## src/tusca_pkg.sv

```systemverilog
package tusca_pkg;

  // Wait between two readings, 2 s at 1 MHz.
  localparam int PERIODO_DELAY = 2_000_000;

  // Ascending limits in sensor format {integer, decimal}, 20.0 to 32.0 C.
  localparam logic [15:0] LIM_TEMP [7] = '{
    16'h1400,
    16'h1600,
    16'h1800,
    16'h1A00,
    16'h1C00,
    16'h1E00,
    16'h2000
  };

  // Relay turns on below 60.0 %.
  localparam logic [15:0] LIM_UMIDADE = 16'h3C00;

  localparam int PWM_PERIODO = 1000;
  localparam int PWM_PASSO   = 125;
  localparam int BAUD_DIV    = 104;

endpackage
```

## src/controle_ventoinha.sv

```systemverilog
module controle_ventoinha (
  input  logic       clock,
  input  logic       rst,
  input  logic [2:0] nivel,
  output logic       pwm_ventoinha
);

  localparam int CW = $clog2(tusca_pkg::PWM_PERIODO);

  logic [CW-1:0] cnt;
  logic [CW-1:0] duty;

  always_ff @(posedge clock) begin
    if (rst) begin
      cnt  <= '0;
      duty <= '0;
    end else if (cnt == CW'(tusca_pkg::PWM_PERIODO - 1)) begin
      cnt  <= '0;
      // Duty for the period that starts now.
      duty <= CW'(int'(nivel) * tusca_pkg::PWM_PASSO);
    end else begin
      cnt <= cnt + 1'b1;
    end
  end

  assign pwm_ventoinha = (cnt < duty);

endmodule

```

## config.mk

```make
export PLATFORM = sky130hd
export DESIGN_NAME = controle_ventoinha
export DESIGN_NICKNAME = d
export VERILOG_FILES = /design/src/tusca_pkg.sv /design/src/controle_ventoinha.sv
export SDC_FILE = /design/constraint.sdc
export NUM_CORES = 1
export LEC_CHECK = 0
export BUFFER_PORTS_ARGS = -buffer_cell sky130_fd_sc_hd__buf_2
export CAP_MARGIN = 20
export CORE_AREA = 5 5 55 57
export CTS_CLUSTER_SIZE = 10
export DETAILED_ROUTE_END_ITERATION = 16
export DIE_AREA = 0 0 60 62
export PLACE_DENSITY = 0.72
export RECOVER_POWER = 50
export REMOVE_ABC_BUFFERS = 1
export SYNTH_ARGS = -nofsm -noshare
export SYNTH_HDL_FRONTEND = slang
export SYNTH_SLANG_ARGS = --single-unit
```

## constraint.sdc

```tcl
create_clock -name clock -period 3.4 [get_ports clock]
set_input_delay 0.51 -clock clock [delete_from_list [all_inputs] [get_ports clock]]
set_output_delay 0.51 -clock clock [all_outputs]
set_load 0.1 [all_outputs]
```

---- Word-level counts from Yosys, hierarchy flattened ----
Index checks and enable logic that the tools add are counted.
storage, ports and cells
  register bits ........................... 20
  output and inout port bits .............. 1
operators by class
  add/sub/neg operators ................... 1
  $mul .................................... 1
  order comparisons ....................... 1
  equal/unequal tests ..................... 1
  reduce and logical (&&, ||, !) cells .... 1
operators with widths
  kind                     count
  $add A10 B1 Y10 const B  1
  $eq A10 B10 Y1 const B   1
  $lt A10 B10 Y1           1
  $mul A3 B7 Y10 const B   1
  $reduce_or A2 Y1         1

---- Depth between registers and ports, before layout ----
Gate-level depths: netlist of the first run.
  word-level depth ........................ 2
  depth in mapped cells ................... 8
  depth with buffers taken out ............ 8

---- Least setup slack after synthesis of the first run ----
No wires, ideal clock.
  kind .................................... register to output
  start point ............................. register cnt[3]
  end point ............................... output pwm_ventoinha
  arrival ................................. 2.874 ns
  required time ........................... 2.890 ns
  slack ................................... 0.016 ns
  cell stages (with the launch flop) ...... 6
  cells stage by stage .................... dfxtp_1 > ha_1 > a211o_1 > o211ai_1 > o2111ai_1 > a31oi_1
between the ends
  longest elaborated chain between the ends .. 1
ends and longest elaborated chain
  element                   line                      source
  start: declaration        controle_ventoinha.sv:10  logic [CW-1:0] cnt;
  start signal: assignment  controle_ventoinha.sv:22  cnt <= cnt + 1'b1;
  $lt A10 B10 Y1            controle_ventoinha.sv:26  assign pwm_ventoinha = (cnt < duty);
  end: declaration          controle_ventoinha.sv:5   output logic pwm_ventoinha
Every way passes these cells.

---- Final worst setup path of the first run ----
  start point ............................. register cnt[0]
  end point ............................... register cnt[5]
between the ends
  longest elaborated chain between the ends .. 2
  elaborated cells on any way between the ends .. 3
ends and longest elaborated chain
  element
  parallel branches: the longest is 2 deep, another holds $add A10 B1 Y10
Several ways; the timed one is not identified.
A chain may end at the register's enable or synchronous reset.

==> results_tabular.tex, run 1 <==
\begin{tabular}{lr}
\hline
Metric & Value \\
\hline
\multicolumn{2}{l}{\textbf{Place}} \\
Area after detailed placement & 1380 um\^{}2 \\
Worst slack at placement & 0.715 ns \\
Number of buffers inserted by port buffering & 5 \\
Final HPWL from detailed placement & 1790 um \\
Final RePlAce weighted congestion & 0.760 \\
\multicolumn{2}{l}{\textbf{Global route}} \\
Largest net degree at the start of global routing & 16 \\
Global-route wire length before repair & 4020 um \\
Antenna violations before repair & 0 \\
Vias in the first global route & 953 \\
Sum of overflow across all layers after global routing & 0 \\
Global router's overall resource usage & 14.6\% \\
\multicolumn{2}{l}{\textbf{Clock network}} \\
Number of levels in the clock H-tree & 1 \\
Clock transition at path regs & 0.11 ns \\
Hold-fix buffers at CTS & 0 \\
Root Buffer & clkbuf\_4 \\
Post-CTS Setup Inserts & 0 \\
Number of gates resized after cts & 0 \\
Later-pin clock latency in the skew report & 0.31 ns \\
Number of buffers created by CTS & 3 \\
TritonCTS clock tree & built \\
TritonCTS sink count & 20 \\
Maximum count of clock buffers along a single path & 2 \\
\multicolumn{2}{l}{\textbf{Timing}} \\
Headroom to the max-slew limit & -24.4\% \\
Hold WS & 0.481 ns \\
Final number of setup-violating endpoints & 0 \\
F\_max & 358 MHz \\
Final-report max-slew violation count & 13 \\
Share of the cycle needed by the critical path after routing & 82.3\% \\
Post-route setup slack & 0.603 ns \\
RSZ-0062 raised after global routing & false \\
Worst-case clock skew & 0.00337 ns \\
Final Hold Viols & 0 \\
Final critical path time including I/O delays and setup & 2.80 ns \\
Setup TNS & 0 ns \\
Worst Max-Slew Pin Slew & 1.85 ns \\
\multicolumn{2}{l}{\textbf{Drt}} \\
Detail Route Antenna Nets & 0 \\
Overall via count from detail\_route & 971 \\
Via density per instance & 5.42 \\
Final wirelength & 2260 um \\
Length of the first detailed-routing pass in iterations & 4 \\
Final routed DRC violation total & 0 \\
First-iteration detailed-routing DRC count & 19 \\
Average wire length per cell after detail routing & 12.6 um \\
\multicolumn{2}{l}{\textbf{Hold path}} \\
Type of the worst min-delay path & register to register \\
\multicolumn{2}{l}{\textbf{Yosys}} \\
Post-synthesis register bit count & 20 \\
Number of distinct library cell variants in the gate-level netlist after synthesis & 36 \\
Total of warnings raised by yosys & 0 \\
Count of mapped cells out of synthesis & 143 \\
Area of the mapped netlist & 1340 um\^{}2 \\
Multiplexer fraction of the synthesized cell area & 6.74\% \\
Synth Area in Compound Gates & 8.15\% \\
Average cell area after synthesis & 9.34 um\^{}2 \\
Sequential fraction of the synthesis area & 30.0\% \\
Area share of and/or/nand/nor cells after synthesis & 18.6\% \\
Adder-cell share of the synthesized area & 23.8\% \\
Largest family of logic cells by synthesized area & adder cells \\
Post-synthesis xor/xnor area fraction & 5.90\% \\
\multicolumn{2}{l}{\textbf{Final layout}} \\
N\_diodes & 0 \\
Filler instances & 232 \\
Net count, final & 178 \\
Non-Filler Cell Area, Final & 1400 um\^{}2 \\
Footprint of the multi-input gates & 833 um\^{}2 \\
Share of layout cells above drive strength 1 & 9.40\% \\
Layout-stage area growth over the synthesis result & 5.06\% \\
Sequential cell area in the final layout & 400 um\^{}2 \\
\multicolumn{2}{l}{\textbf{Die}} \\
Row Count & 18 \\
Core footprint & 2430 um\^{}2 \\
Top Ports & 6 \\
Die Footprint & 3720 um\^{}2 \\
DIE WIDTH & 60 um \\
Effective utilization at floorplan & 54.9\% \\
Die span in y & 62 um \\
\multicolumn{2}{l}{\textbf{Power}} \\
Peak supply drop & 0.285 mV \\
Leak pwr & 0.000606 uW \\
Total power divided by cell area & 339 nW/um\^{}2 \\
\multicolumn{2}{l}{\textbf{Run status}} \\
Run status & finished with violations \\
Violated checks & capacitance limit, slew limit \\
\multicolumn{2}{l}{\textbf{Setup path}} \\
Sort of element at the start of the critical path & register \\
Largest delay contributor family on the critical path & simple AND/OR/NAND/NOR gates \\
Slowest-stage cell, CP & nor3\_1 \\
Crit Path Max Fanout & 12 \\
CP cell instances & ha\_1, nand4b\_2, nor3\_1, or2\_2, nor2\_1 \\
WP data required & 3.61 ns \\
Peak per-stage delay on the critical path & 1.41 ns \\
Combined buffer and inverter count along the critical path & 0 \\
Endpoint class of the critical path & register \\
Data arrival at the endpoint of the critical path & 3.00 ns \\
Worst setup path class & register to register \\
\multicolumn{2}{l}{\textbf{Run}} \\
Number of max-capacitance violations reported & 1 \\
\hline
\end{tabular}
==> cell usage after synthesis <==
library cell / instances / area share, %
dfxtp_1: 20 / 30
nor2_1: 20 / 5.6
ha_1: 19 / 18
inv_1: 19 / 5.3
mux2i_1: 9 / 6.7
xnor2_1: 6 / 3.9
a21oi_1: 4 / 1.5
fa_1: 4 / 6.0
nand2_1: 4 / 1.1
nand2b_1: 4 / 1.9
nand3_1: 4 / 1.5
nor3_1: 3 / 1.1
xor2_1: 3 / 2.0
a21o_1: 2 / 1.1
a211o_1: 1 / 0.66
a211oi_2: 1 / 0.94
a221o_1: 1 / 0.75
a31oi_1: 1 / 0.47
buf_2: 1 / 0.37
buf_6: 1 / 0.84
clkbuf_1: 1 / 0.28
nand4_1: 1 / 0.47
nand4_4: 1 / 1.6
nand4b_2: 1 / 1.1
nor2_2: 1 / 0.47
nor2b_1: 1 / 0.47
nor3_4: 1 / 1.2
nor4_1: 1 / 0.47
nor4b_1: 1 / 0.66
o2111ai_1: 1 / 0.66
o211ai_1: 1 / 0.56
o21ai_0: 1 / 0.37
o21bai_1: 1 / 0.56
o31ai_1: 1 / 0.56
or2_2: 1 / 0.47
or3_1: 1 / 0.47
==> cell type report <==
cell class | count | area share, %
sequential | 20 | 28.5
timing repair buffer | 5 | 1.78
tap | 30 | 2.67
clock buffer | 4 | 2.58
multi-input combinational | 101 | 59.4
inverter | 19 | 5.08
==> worst register-to-register path, stage by stage (launching register included) <==
cell,delay (ns)
dfxtp_1,0.38
ha_1,0.27
nand4b_2,0.16
nor3_1,1.41
or2_2,0.41
nor2_1,0.07
==> power by group <==
group / internal, uW / leakage, uW / total, uW / switching [uW]
logic: 36.2 / 0.000423 / 93.9 / 57.7
registers: 237 / 0.000162 / 241 / 3.57
clock network: 65.4 / 0.0000210 / 141 / 75.3
==> path summary, 6_finish.rpt <==
path                                          end              start  depth (start not counted)  slack [ns]
worst max-delay path            cnt[5]$_SDFF_PP0_  cnt[0]$_SDFF_PP0_                          5        0.60
worst min-delay path            cnt[0]$_SDFF_PP0_  cnt[0]$_SDFF_PP0_                          1        0.48
worst max register to register  cnt[5]$_SDFF_PP0_  cnt[0]$_SDFF_PP0_                          5        0.60
worst min register to register  cnt[0]$_SDFF_PP0_  cnt[0]$_SDFF_PP0_                          1        0.48
==> per-layer routing <==
metal / global-route usage (%) / up-vias / wire [um]
li1: - / 487 / -
met5: 0 / - / 0
met2: 25.0 / 26 / 1070
met3: 2.07 / 7 / 83
met4: 6.65 / 0 / 61
met1: 18.1 / 451 / 1050
==> kinds of logic (layout without fill, tap and decap cells) <==
group / after synthesis / after routing
and+or+nand+nor: 45 / 45
adders and majority gates: 23 / 23
buffers and inverters: 22 / 28
DFF: 20 / 20
AOI/OAI and AO/OA: 15 / 15
xor gates and xnor gates: 9 / 9
muxes: 9 / 9
==> cell usage in the layout, fill, tap and decap left out, types with 2 or more instances in the layout <==
master    instances
a21o_1            2
a21oi_1           4
buf_2             5
clkbuf_4          3
dfxtp_1          20
fa_1              4
ha_1             19
inv_1            19
mux2i_1           9
nand2_1           4
nand2b_1          4
nand3_1           4
nor2_1           20
nor3_1            4
xnor2_1           6
xor2_1            3
==> registers in the layout, indices dropped and copies added (netlist names) <==
register / cells
duty: 10
cnt: 10
==> stage by stage <==
| stage | instances | utilization, % | power, uW |
|---|---|---|---|
| floorplan | 140 | - | 317 |
| global placement | 175 | 56.7 | 337 |
| detailed placement | 175 | 56.7 | 340 |
| CTS | 179 | 58.2 | 479 |
| global route | 179 | 57.7 | 504 |
| finish | 179 | 57.7 | 475 |
Note: power is estimated with default switching activity, not from simulation.
==> inputs of run 2 (changes only) <==
CORE_AREA = 5 5 56 58   (was 5 5 55 57)
DIE_AREA = 0 0 61 63   (was 0 0 60 62)
clock period = 2.4 ns   (was 3.4 ns; I/O delays follow)
==> results_tabular.tex, run 2 (synthesis gave the netlist of run 1 again) <==
\begin{tabular}{lr}
\hline
Metric & Value \\
\hline
\multicolumn{2}{l}{\textbf{Run status}} \\
Run status & finished, final reports clean \\
\multicolumn{2}{l}{\textbf{Die}} \\
Die span in y & 63 um (+1.6\%) \\
Die Footprint & 3840 um\^{}2 (+3.3\%) \\
Effective utilization at floorplan & 51.1\% (-3.8 points) \\
Row Count & 19 (+1) \\
Core footprint & 2620 um\^{}2 (+7.5\%) \\
Top Ports & 6 (unchanged) \\
DIE WIDTH & 61 um (+1.7\%) \\
\multicolumn{2}{l}{\textbf{Drt}} \\
First-iteration detailed-routing DRC count & 17 (-2) \\
Final wirelength & 2450 um (+8.3\%) \\
Average wire length per cell after detail routing & 13.0 um (+3.2\%) \\
Detail Route Antenna Nets & 0 (unchanged) \\
Overall via count from detail\_route & 1002 (+3.2\%) \\
Via density per instance & 5.33 (-1.7\%) \\
Length of the first detailed-routing pass in iterations & 4 (unchanged) \\
Final routed DRC violation total & 0 (unchanged) \\
\multicolumn{2}{l}{\textbf{Clock network}} \\
Root Buffer & clkbuf\_4 \\
Later-pin clock latency in the skew report & 0.30 ns (about the same) \\
TritonCTS clock tree & built \\
TritonCTS sink count & 20 (unchanged) \\
Post-CTS Setup Inserts & 0 (unchanged) \\
Number of buffers created by CTS & 3 (unchanged) \\
Number of levels in the clock H-tree & 1 (unchanged) \\
Clock transition at path regs & 0.11 ns (about the same) \\
Maximum count of clock buffers along a single path & 2 (unchanged) \\
Hold-fix buffers at CTS & 0 (unchanged) \\
\multicolumn{2}{l}{\textbf{Final layout}} \\
Commonest non-fill, non-tap cells in the layout & 20 x nor2\_1, 19 x inv\_1, 19 x ha\_1 \\
N\_diodes & 0 (unchanged) \\
Net count, final & 186 (+4.5\%) \\
Utilization after layout & 57.9\% (+0.18 points) \\
Largest registers & cnt: 10 flops, duty: 10 flops \\
Share of layout cells above drive strength 1 & 17.8\% (+8.4 points) \\
Layout-stage area growth over the synthesis result & 13.3\% \\
Final cell count without fillers & 188 (+5.0\%) \\
Filler instances & 231 (-0.43\%) \\
Leading cell type in the layout, fill and taps excluded & nor2\_1 \\
Non-Filler Cell Area, Final & 1510 um\^{}2 (+7.8\%) \\
\multicolumn{2}{l}{\textbf{Timing}} \\
F\_max & 439 MHz \\
Final Hold Viols & 0 (unchanged) \\
Worst-case clock skew & 0.00341 ns (+0.0000420 ns) \\
Share of the cycle needed by the critical path after routing & 94.8\% \\
Final number of setup-violating endpoints & 0 (unchanged) \\
Final-report max-slew violation count & 0 (-13) \\
Post-route setup slack & 0.124 ns (-0.479 ns) \\
Worst Max-Slew Pin Slew & 0.574 ns (-1.28 ns) \\
Final critical path time including I/O delays and setup & 2.28 ns \\
Headroom to the max-slew limit & 61.5\% (+86 points) \\
\multicolumn{2}{l}{\textbf{Setup path}} \\
Reg2reg setup slack & 0.41 ns (-0.19 ns) \\
WP data required & 2.04 ns (-1.57 ns) \\
Endpoint class of the critical path & primary output \\
R2r endpoint & cnt[7]\$\_SDFF\_PP0\_ \\
Sort of element at the start of the critical path & register \\
Slowest-stage cell, CP & dfxtp\_1 \\
Worst setup path class & register to primary output \\
Launch instance of the worst register-to-register path & cnt[0]\$\_SDFF\_PP0\_ \\
Worst Reg-to-Reg Cells & 5 (unchanged) \\
Crit Path Max Fanout & 2 (-10) \\
Peak per-stage delay on the critical path & 0.34 ns (-1.07 ns) \\
Data arrival at the endpoint of the critical path & 1.92 ns (-1.08 ns) \\
CP cell instances & ha\_1, a211o\_1, o211ai\_1, o2111ai\_2, a31oi\_4, buf\_12 \\
\multicolumn{2}{l}{\textbf{Run}} \\
Number of max-capacitance violations reported & 0 (-1) \\
\multicolumn{2}{l}{\textbf{Hold path}} \\
Hold Path Depth & 2 (+1) \\
Worst Min Path Start & rst \\
Endpoint, Worst Hold & duty[2]\$\_SDFFE\_PP0P\_ \\
Type of the worst min-delay path & primary input to register \\
\multicolumn{2}{l}{\textbf{Place}} \\
Final HPWL from detailed placement & 2020 um (+13\%) \\
Final RePlAce weighted congestion & 0.796 (+4.7\%) \\
Worst slack at placement & -0.0634 ns (-0.779 ns) \\
Area after detailed placement & 1460 um\^{}2 (+5.5\%) \\
Placed cell count & 184 (+5.1\%) \\
Number of buffers inserted by port buffering & 5 (unchanged) \\
\multicolumn{2}{l}{\textbf{Power}} \\
Peak supply drop & 0.414 mV (+45\%) \\
Total power divided by cell area & 462 nW/um\^{}2 (+37\%) \\
Leak pwr & 0.000654 uW (+7.9\%) \\
\multicolumn{2}{l}{\textbf{Global route}} \\
Vias in the first global route & 1014 (+6.4\%) \\
Antenna violations before repair & 0 (unchanged) \\
Global router's overall resource usage & 14.4\% (-0.20 points) \\
Largest net degree at the start of global routing & 16 (unchanged) \\
Global-route wire length before repair & 4280 um (+6.4\%) \\
Sum of overflow across all layers after global routing & 0 (unchanged) \\
\hline
\end{tabular}
==> run 2: cell types whose count changed in the layout (fill, tap and decap cells not counted), sizes merged <==
cell | previous run | this run
buf | 5 | 13
==> run 2: worst max-delay path by stage <==
| stage | start | endpoint | slack [ns] | cells after the start |
|---|---|---|---|---|
| floorplan | cnt[3]$_SDFF_PP0_ | pwm_ventoinha | -0.83 | 5 |
| global placement | nivel[0] | duty[7]$_SDFFE_PP0P_ | 0.01 | 9 |
| detailed placement | nivel[0] | duty[7]$_SDFFE_PP0P_ | -0.06 | 9 |
| CTS | cnt[7]$_SDFF_PP0_ | pwm_ventoinha | 0.02 | 6 |
| global route | duty[3]$_SDFFE_PP0P_ | pwm_ventoinha | -0.004 | 7 |
| finish | cnt[3]$_SDFF_PP0_ | pwm_ventoinha | 0.12 | 6 |
==> run 2: power by group <==
group	internal [uW]	total (uW)	switching, uW
sequential	336	341	5.23
clock	92.6	194	102
combinational	73.0	164	91.2
==> run 2: layout make-up <==
class	instances	area [um^2]	area share [%]
Clock buffer	4	36.3	2.40
Inverter	19	71.3	4.71
Timing Repair Buffer	13	100	6.61
Tap cell	31	38.8	2.56
Multi-Input combinational cell	101	863	57.0
Sequential cell	20	404	26.7
==> run 2: per-layer routing <==
metal | routed length [um] | up-vias | track usage, % | part of all wire (%)
li1 | - | 507 | - | -
met1 | 1070 | 479 | 17.8 | 43
met2 | 1310 | 12 | 25.1 | 53
met3 | 51 | 4 | 1.86 | 2.1
met4 | 29 | 0 | 4.07 | 1.2
met5 | 0 | - | 0 | 0
==> run 2: through the flow <==
stage	total power [uW]	hold slack (ns)	TNS (ns)
2_1_floorplan	449	0.425	-0.834
3_3_place_gp	500	0.451	0
3_5_place_dp	508	0.468	-0.0634
4_1_cts	702	0.392	0
5_1_grt	741	0.405	-0.00404
6_report	700	0.403	0
==> run 2: what timing repair did <==
| item | 4_1_cts | 5_1_grt |
|---|---|---|
| pin swaps | 0 | 3 |
| endpoints found under the setup margin | 1 | 1 |
| gates resized for setup | 2 | 5 |
==> run 2: critical path: cells and delay by family (launching register included) <==
| family | cells | cell delay, ns |
|---|---|---|
| flops | 1 | 0.34 |
| fa+ha+maj | 1 | 0.31 |
| compound gates | 4 | 0.77 |
| buf+inv | 1 | 0.20 |
==> inputs of run 3 (changes only) <==
CELL_PAD_IN_SITES_DETAIL_PLACEMENT = 0   (was unset)
CELL_PAD_IN_SITES_GLOBAL_PLACEMENT = 1   (was unset)
CORE_AREA = 5 5 63 65   (was 5 5 56 58)
DIE_AREA = 0 0 68 70   (was 0 0 61 63)
PLACE_DENSITY = unset   (was 0.72)
PLACE_DENSITY_LB_ADDON = 0.1   (was unset)
SKIP_LAST_GASP = 1   (was unset)
==> results_tabular.tex, run 3 (synthesis gave the netlist of run 1 again) <==
\begin{tabular}{lr}
\hline
Metric & Value \\
\hline
\multicolumn{2}{l}{\textbf{Die}} \\
Core footprint & 3280 um\^{}2 (+26\%) \\
DIE WIDTH & 68 um (+11\%) \\
Effective utilization at floorplan & 40.7\% (-10 points) \\
Die span in y & 70 um (+11\%) \\
Top Ports & 6 (unchanged) \\
Row Count & 21 (+2) \\
Die Footprint & 4760 um\^{}2 (+24\%) \\
\multicolumn{2}{l}{\textbf{Global route}} \\
Met2 routing resource usage after global routing & 18.5\% (-6.6 points) \\
Met3 track demand over resource in global routing & 3.37\% (+1.5 points) \\
Antenna violations before repair & 0 (unchanged) \\
Vias in the first global route & 1009 (-0.49\%) \\
Global router's overall resource usage & 11.9\% (-2.5 points) \\
Met1 Use GR & 16.3\% (-1.5 points) \\
Sum of overflow across all layers after global routing & 0 (unchanged) \\
Global-route wire length before repair & 4470 um (+4.5\%) \\
Largest net degree at the start of global routing & 16 (unchanged) \\
Global routing's busiest layer & met2 \\
\multicolumn{2}{l}{\textbf{Setup path}} \\
WP data required & 2.04 ns (about the same) \\
R2r endpoint & cnt[5]\$\_SDFF\_PP0\_ \\
Endpoint class of the critical path & primary output \\
Worst setup path class & register to primary output \\
Data arrival at the endpoint of the critical path & 1.92 ns (about the same) \\
Crit Path Max Fanout & 6 (+4) \\
Reg2reg setup slack & 0.31 ns (-0.10 ns) \\
Launch instance of the worst register-to-register path & cnt[0]\$\_SDFF\_PP0\_ \\
Sort of element at the start of the critical path & register \\
Worst Reg-to-Reg Cells & 5 (unchanged) \\
\multicolumn{2}{l}{\textbf{Run}} \\
Number of max-capacitance violations reported & 0 (unchanged) \\
\multicolumn{2}{l}{\textbf{Final layout}} \\
Commonest non-fill, non-tap cells in the layout & 20 x nor2\_1, 19 x inv\_1, 18 x dfxtp\_1 \\
Utilization after layout & 47.8\% (-10 points) \\
Non-Filler Cell Area, Final & 1570 um\^{}2 (+3.8\%) \\
Footprint of the multi-input gates & 888 um\^{}2 (+2.9\%) \\
Share of layout cells above drive strength 1 & 19.5\% (+1.7 points) \\
Largest registers & cnt: 10 flops, duty: 10 flops \\
Sequential cell area in the final layout & 403 um\^{}2 (-0.31\%) \\
Net count, final & 188 (+1.1\%) \\
Filler instances & 337 (+46\%) \\
Final cell count without fillers & 205 (+9.0\%) \\
N\_diodes & 0 (unchanged) \\
Layout-stage area growth over the synthesis result & 17.6\% \\
Leading cell type in the layout, fill and taps excluded & nor2\_1 \\
\multicolumn{2}{l}{\textbf{Timing}} \\
Final number of setup-violating endpoints & 0 (unchanged) \\
Final critical path time including I/O delays and setup & 2.28 ns (+0.00727 ns) \\
Worst Max-Slew Pin Slew & 0.722 ns (+0.148 ns) \\
RSZ-0062 raised after global routing & false \\
Headroom to the max-slew limit & 51.6\% (-9.9 points) \\
Final-report max-slew violation count & 0 (unchanged) \\
F\_max & 438 MHz (-0.32\%) \\
Worst-case clock skew & 0.00354 ns (+0.000129 ns) \\
Final Hold Viols & 0 (unchanged) \\
Share of the cycle needed by the critical path after routing & 95.1\% (+0.30 points) \\
\multicolumn{2}{l}{\textbf{Place}} \\
Final HPWL from detailed placement & 1990 um (-1.9\%) \\
Final RePlAce weighted congestion & 0.877 (+10\%) \\
Number of buffers inserted by port buffering & 5 (unchanged) \\
Area after detailed placement & 1490 um\^{}2 (+2.3\%) \\
Placed cell count & 201 (+9.2\%) \\
\multicolumn{2}{l}{\textbf{Drt}} \\
First-iteration detailed-routing DRC count & 14 (-3) \\
Length of the first detailed-routing pass in iterations & 4 (unchanged) \\
Final routed DRC violation total & 0 (unchanged) \\
Via density per instance & 4.83 (-9.4\%) \\
Overall via count from detail\_route & 990 (-1.2\%) \\
Final wirelength & 2490 um (+1.5\%) \\
Average wire length per cell after detail routing & 12.2 um (-6.9\%) \\
Detail Route Antenna Nets & 0 (unchanged) \\
\multicolumn{2}{l}{\textbf{Hold path}} \\
Hold Path Depth & 2 (unchanged) \\
Type of the worst min-delay path & primary input to register \\
Worst Min Path Start & rst \\
Endpoint, Worst Hold & duty[7]\$\_SDFFE\_PP0P\_ \\
\multicolumn{2}{l}{\textbf{Clock network}} \\
Clock transition at path regs & 0.11 ns (about the same) \\
Maximum count of clock buffers along a single path & 2 (unchanged) \\
Root Buffer & clkbuf\_4 \\
Hold-fix buffers at CTS & 0 (unchanged) \\
TritonCTS clock tree & built \\
Number of levels in the clock H-tree & 1 (unchanged) \\
Later-pin clock latency in the skew report & 0.30 ns (about the same) \\
TritonCTS sink count & 20 (unchanged) \\
Number of buffers created by CTS & 3 (unchanged) \\
\multicolumn{2}{l}{\textbf{Power}} \\
Total power divided by cell area & 448 nW/um\^{}2 (-3.2\%) \\
Leak pwr & 0.000665 uW (+1.8\%) \\
Peak supply drop & 0.236 mV (-43\%) \\
Total power & 704 uW (+0.52\%) \\
\multicolumn{2}{l}{\textbf{Run status}} \\
Run status & finished, final reports clean \\
\hline
\end{tabular}
## run 3: changes by cell type in the layout (fill, tap and decap cells not counted), sizes merged
cell / change
buf: +2
## run 3: repair_timing
item | in CTS | in global routing
setup endpoints to repair | 1 | 1
pin swaps | 1 | 4
buffers inserted | 0 | 0
resized for setup | 1 | 7
## run 3: worst max-delay path: stages, from the launching register on
cell       delay (ns)
dfxtp_1          0.40
ha_1             0.23
a211o_1          0.29
o211ai_1         0.10
o2111ai_2        0.18
a31oi_4          0.22
buf_12           0.19
## run 3: area by class of cell
cell class,count,share of cell area (%)
flip-flops and latches,20,25.6
inverters,19,4.54
clock buffers,4,2.31
well taps,46,3.66
multi-input cells,101,56.5
repair buffers,15,7.32
## run 3: power by group
group	switching, uW	internal, uW
sequential	4.97	336
clock	105	92.6
combinational	88.6	75.8
total	199	505
## run 3: worst max-delay path by stage
stage	slack (ns)	from	cells past startpoint	endpoint
finish	0.12	cnt[2]$_SDFF_PP0_	6	pwm_ventoinha
global route	0.01	cnt[2]$_SDFF_PP0_	6	pwm_ventoinha
CTS	0.007	duty[7]$_SDFFE_PP0P_	7	pwm_ventoinha
detailed placement	-0.04	nivel[0]	9	duty[7]$_SDFFE_PP0P_
global placement	-0.01	nivel[0]	9	duty[7]$_SDFFE_PP0P_
floorplan	-0.83	cnt[3]$_SDFF_PP0_	5	pwm_ventoinha
## run 3: routing by layer
layer,share of wire (%),vias up
li1,-,507
met1,50,472
met2,47,9
met3,2.5,2
met4,0.52,0
met5,0,-
## run 3: metrics by stage
stage | setup TNS [ns] | worst slack [ns] | hold slack, ns
global placement | -0.0136 | -0.0136 | 0.446
global route | 0 | 0.0127 | 0.416
finish | 0 | 0.117 | 0.398
floorplan | -0.834 | -0.834 | 0.425
detailed placement | -0.0419 | -0.0419 | 0.459
CTS | 0 | 0.00715 | 0.394
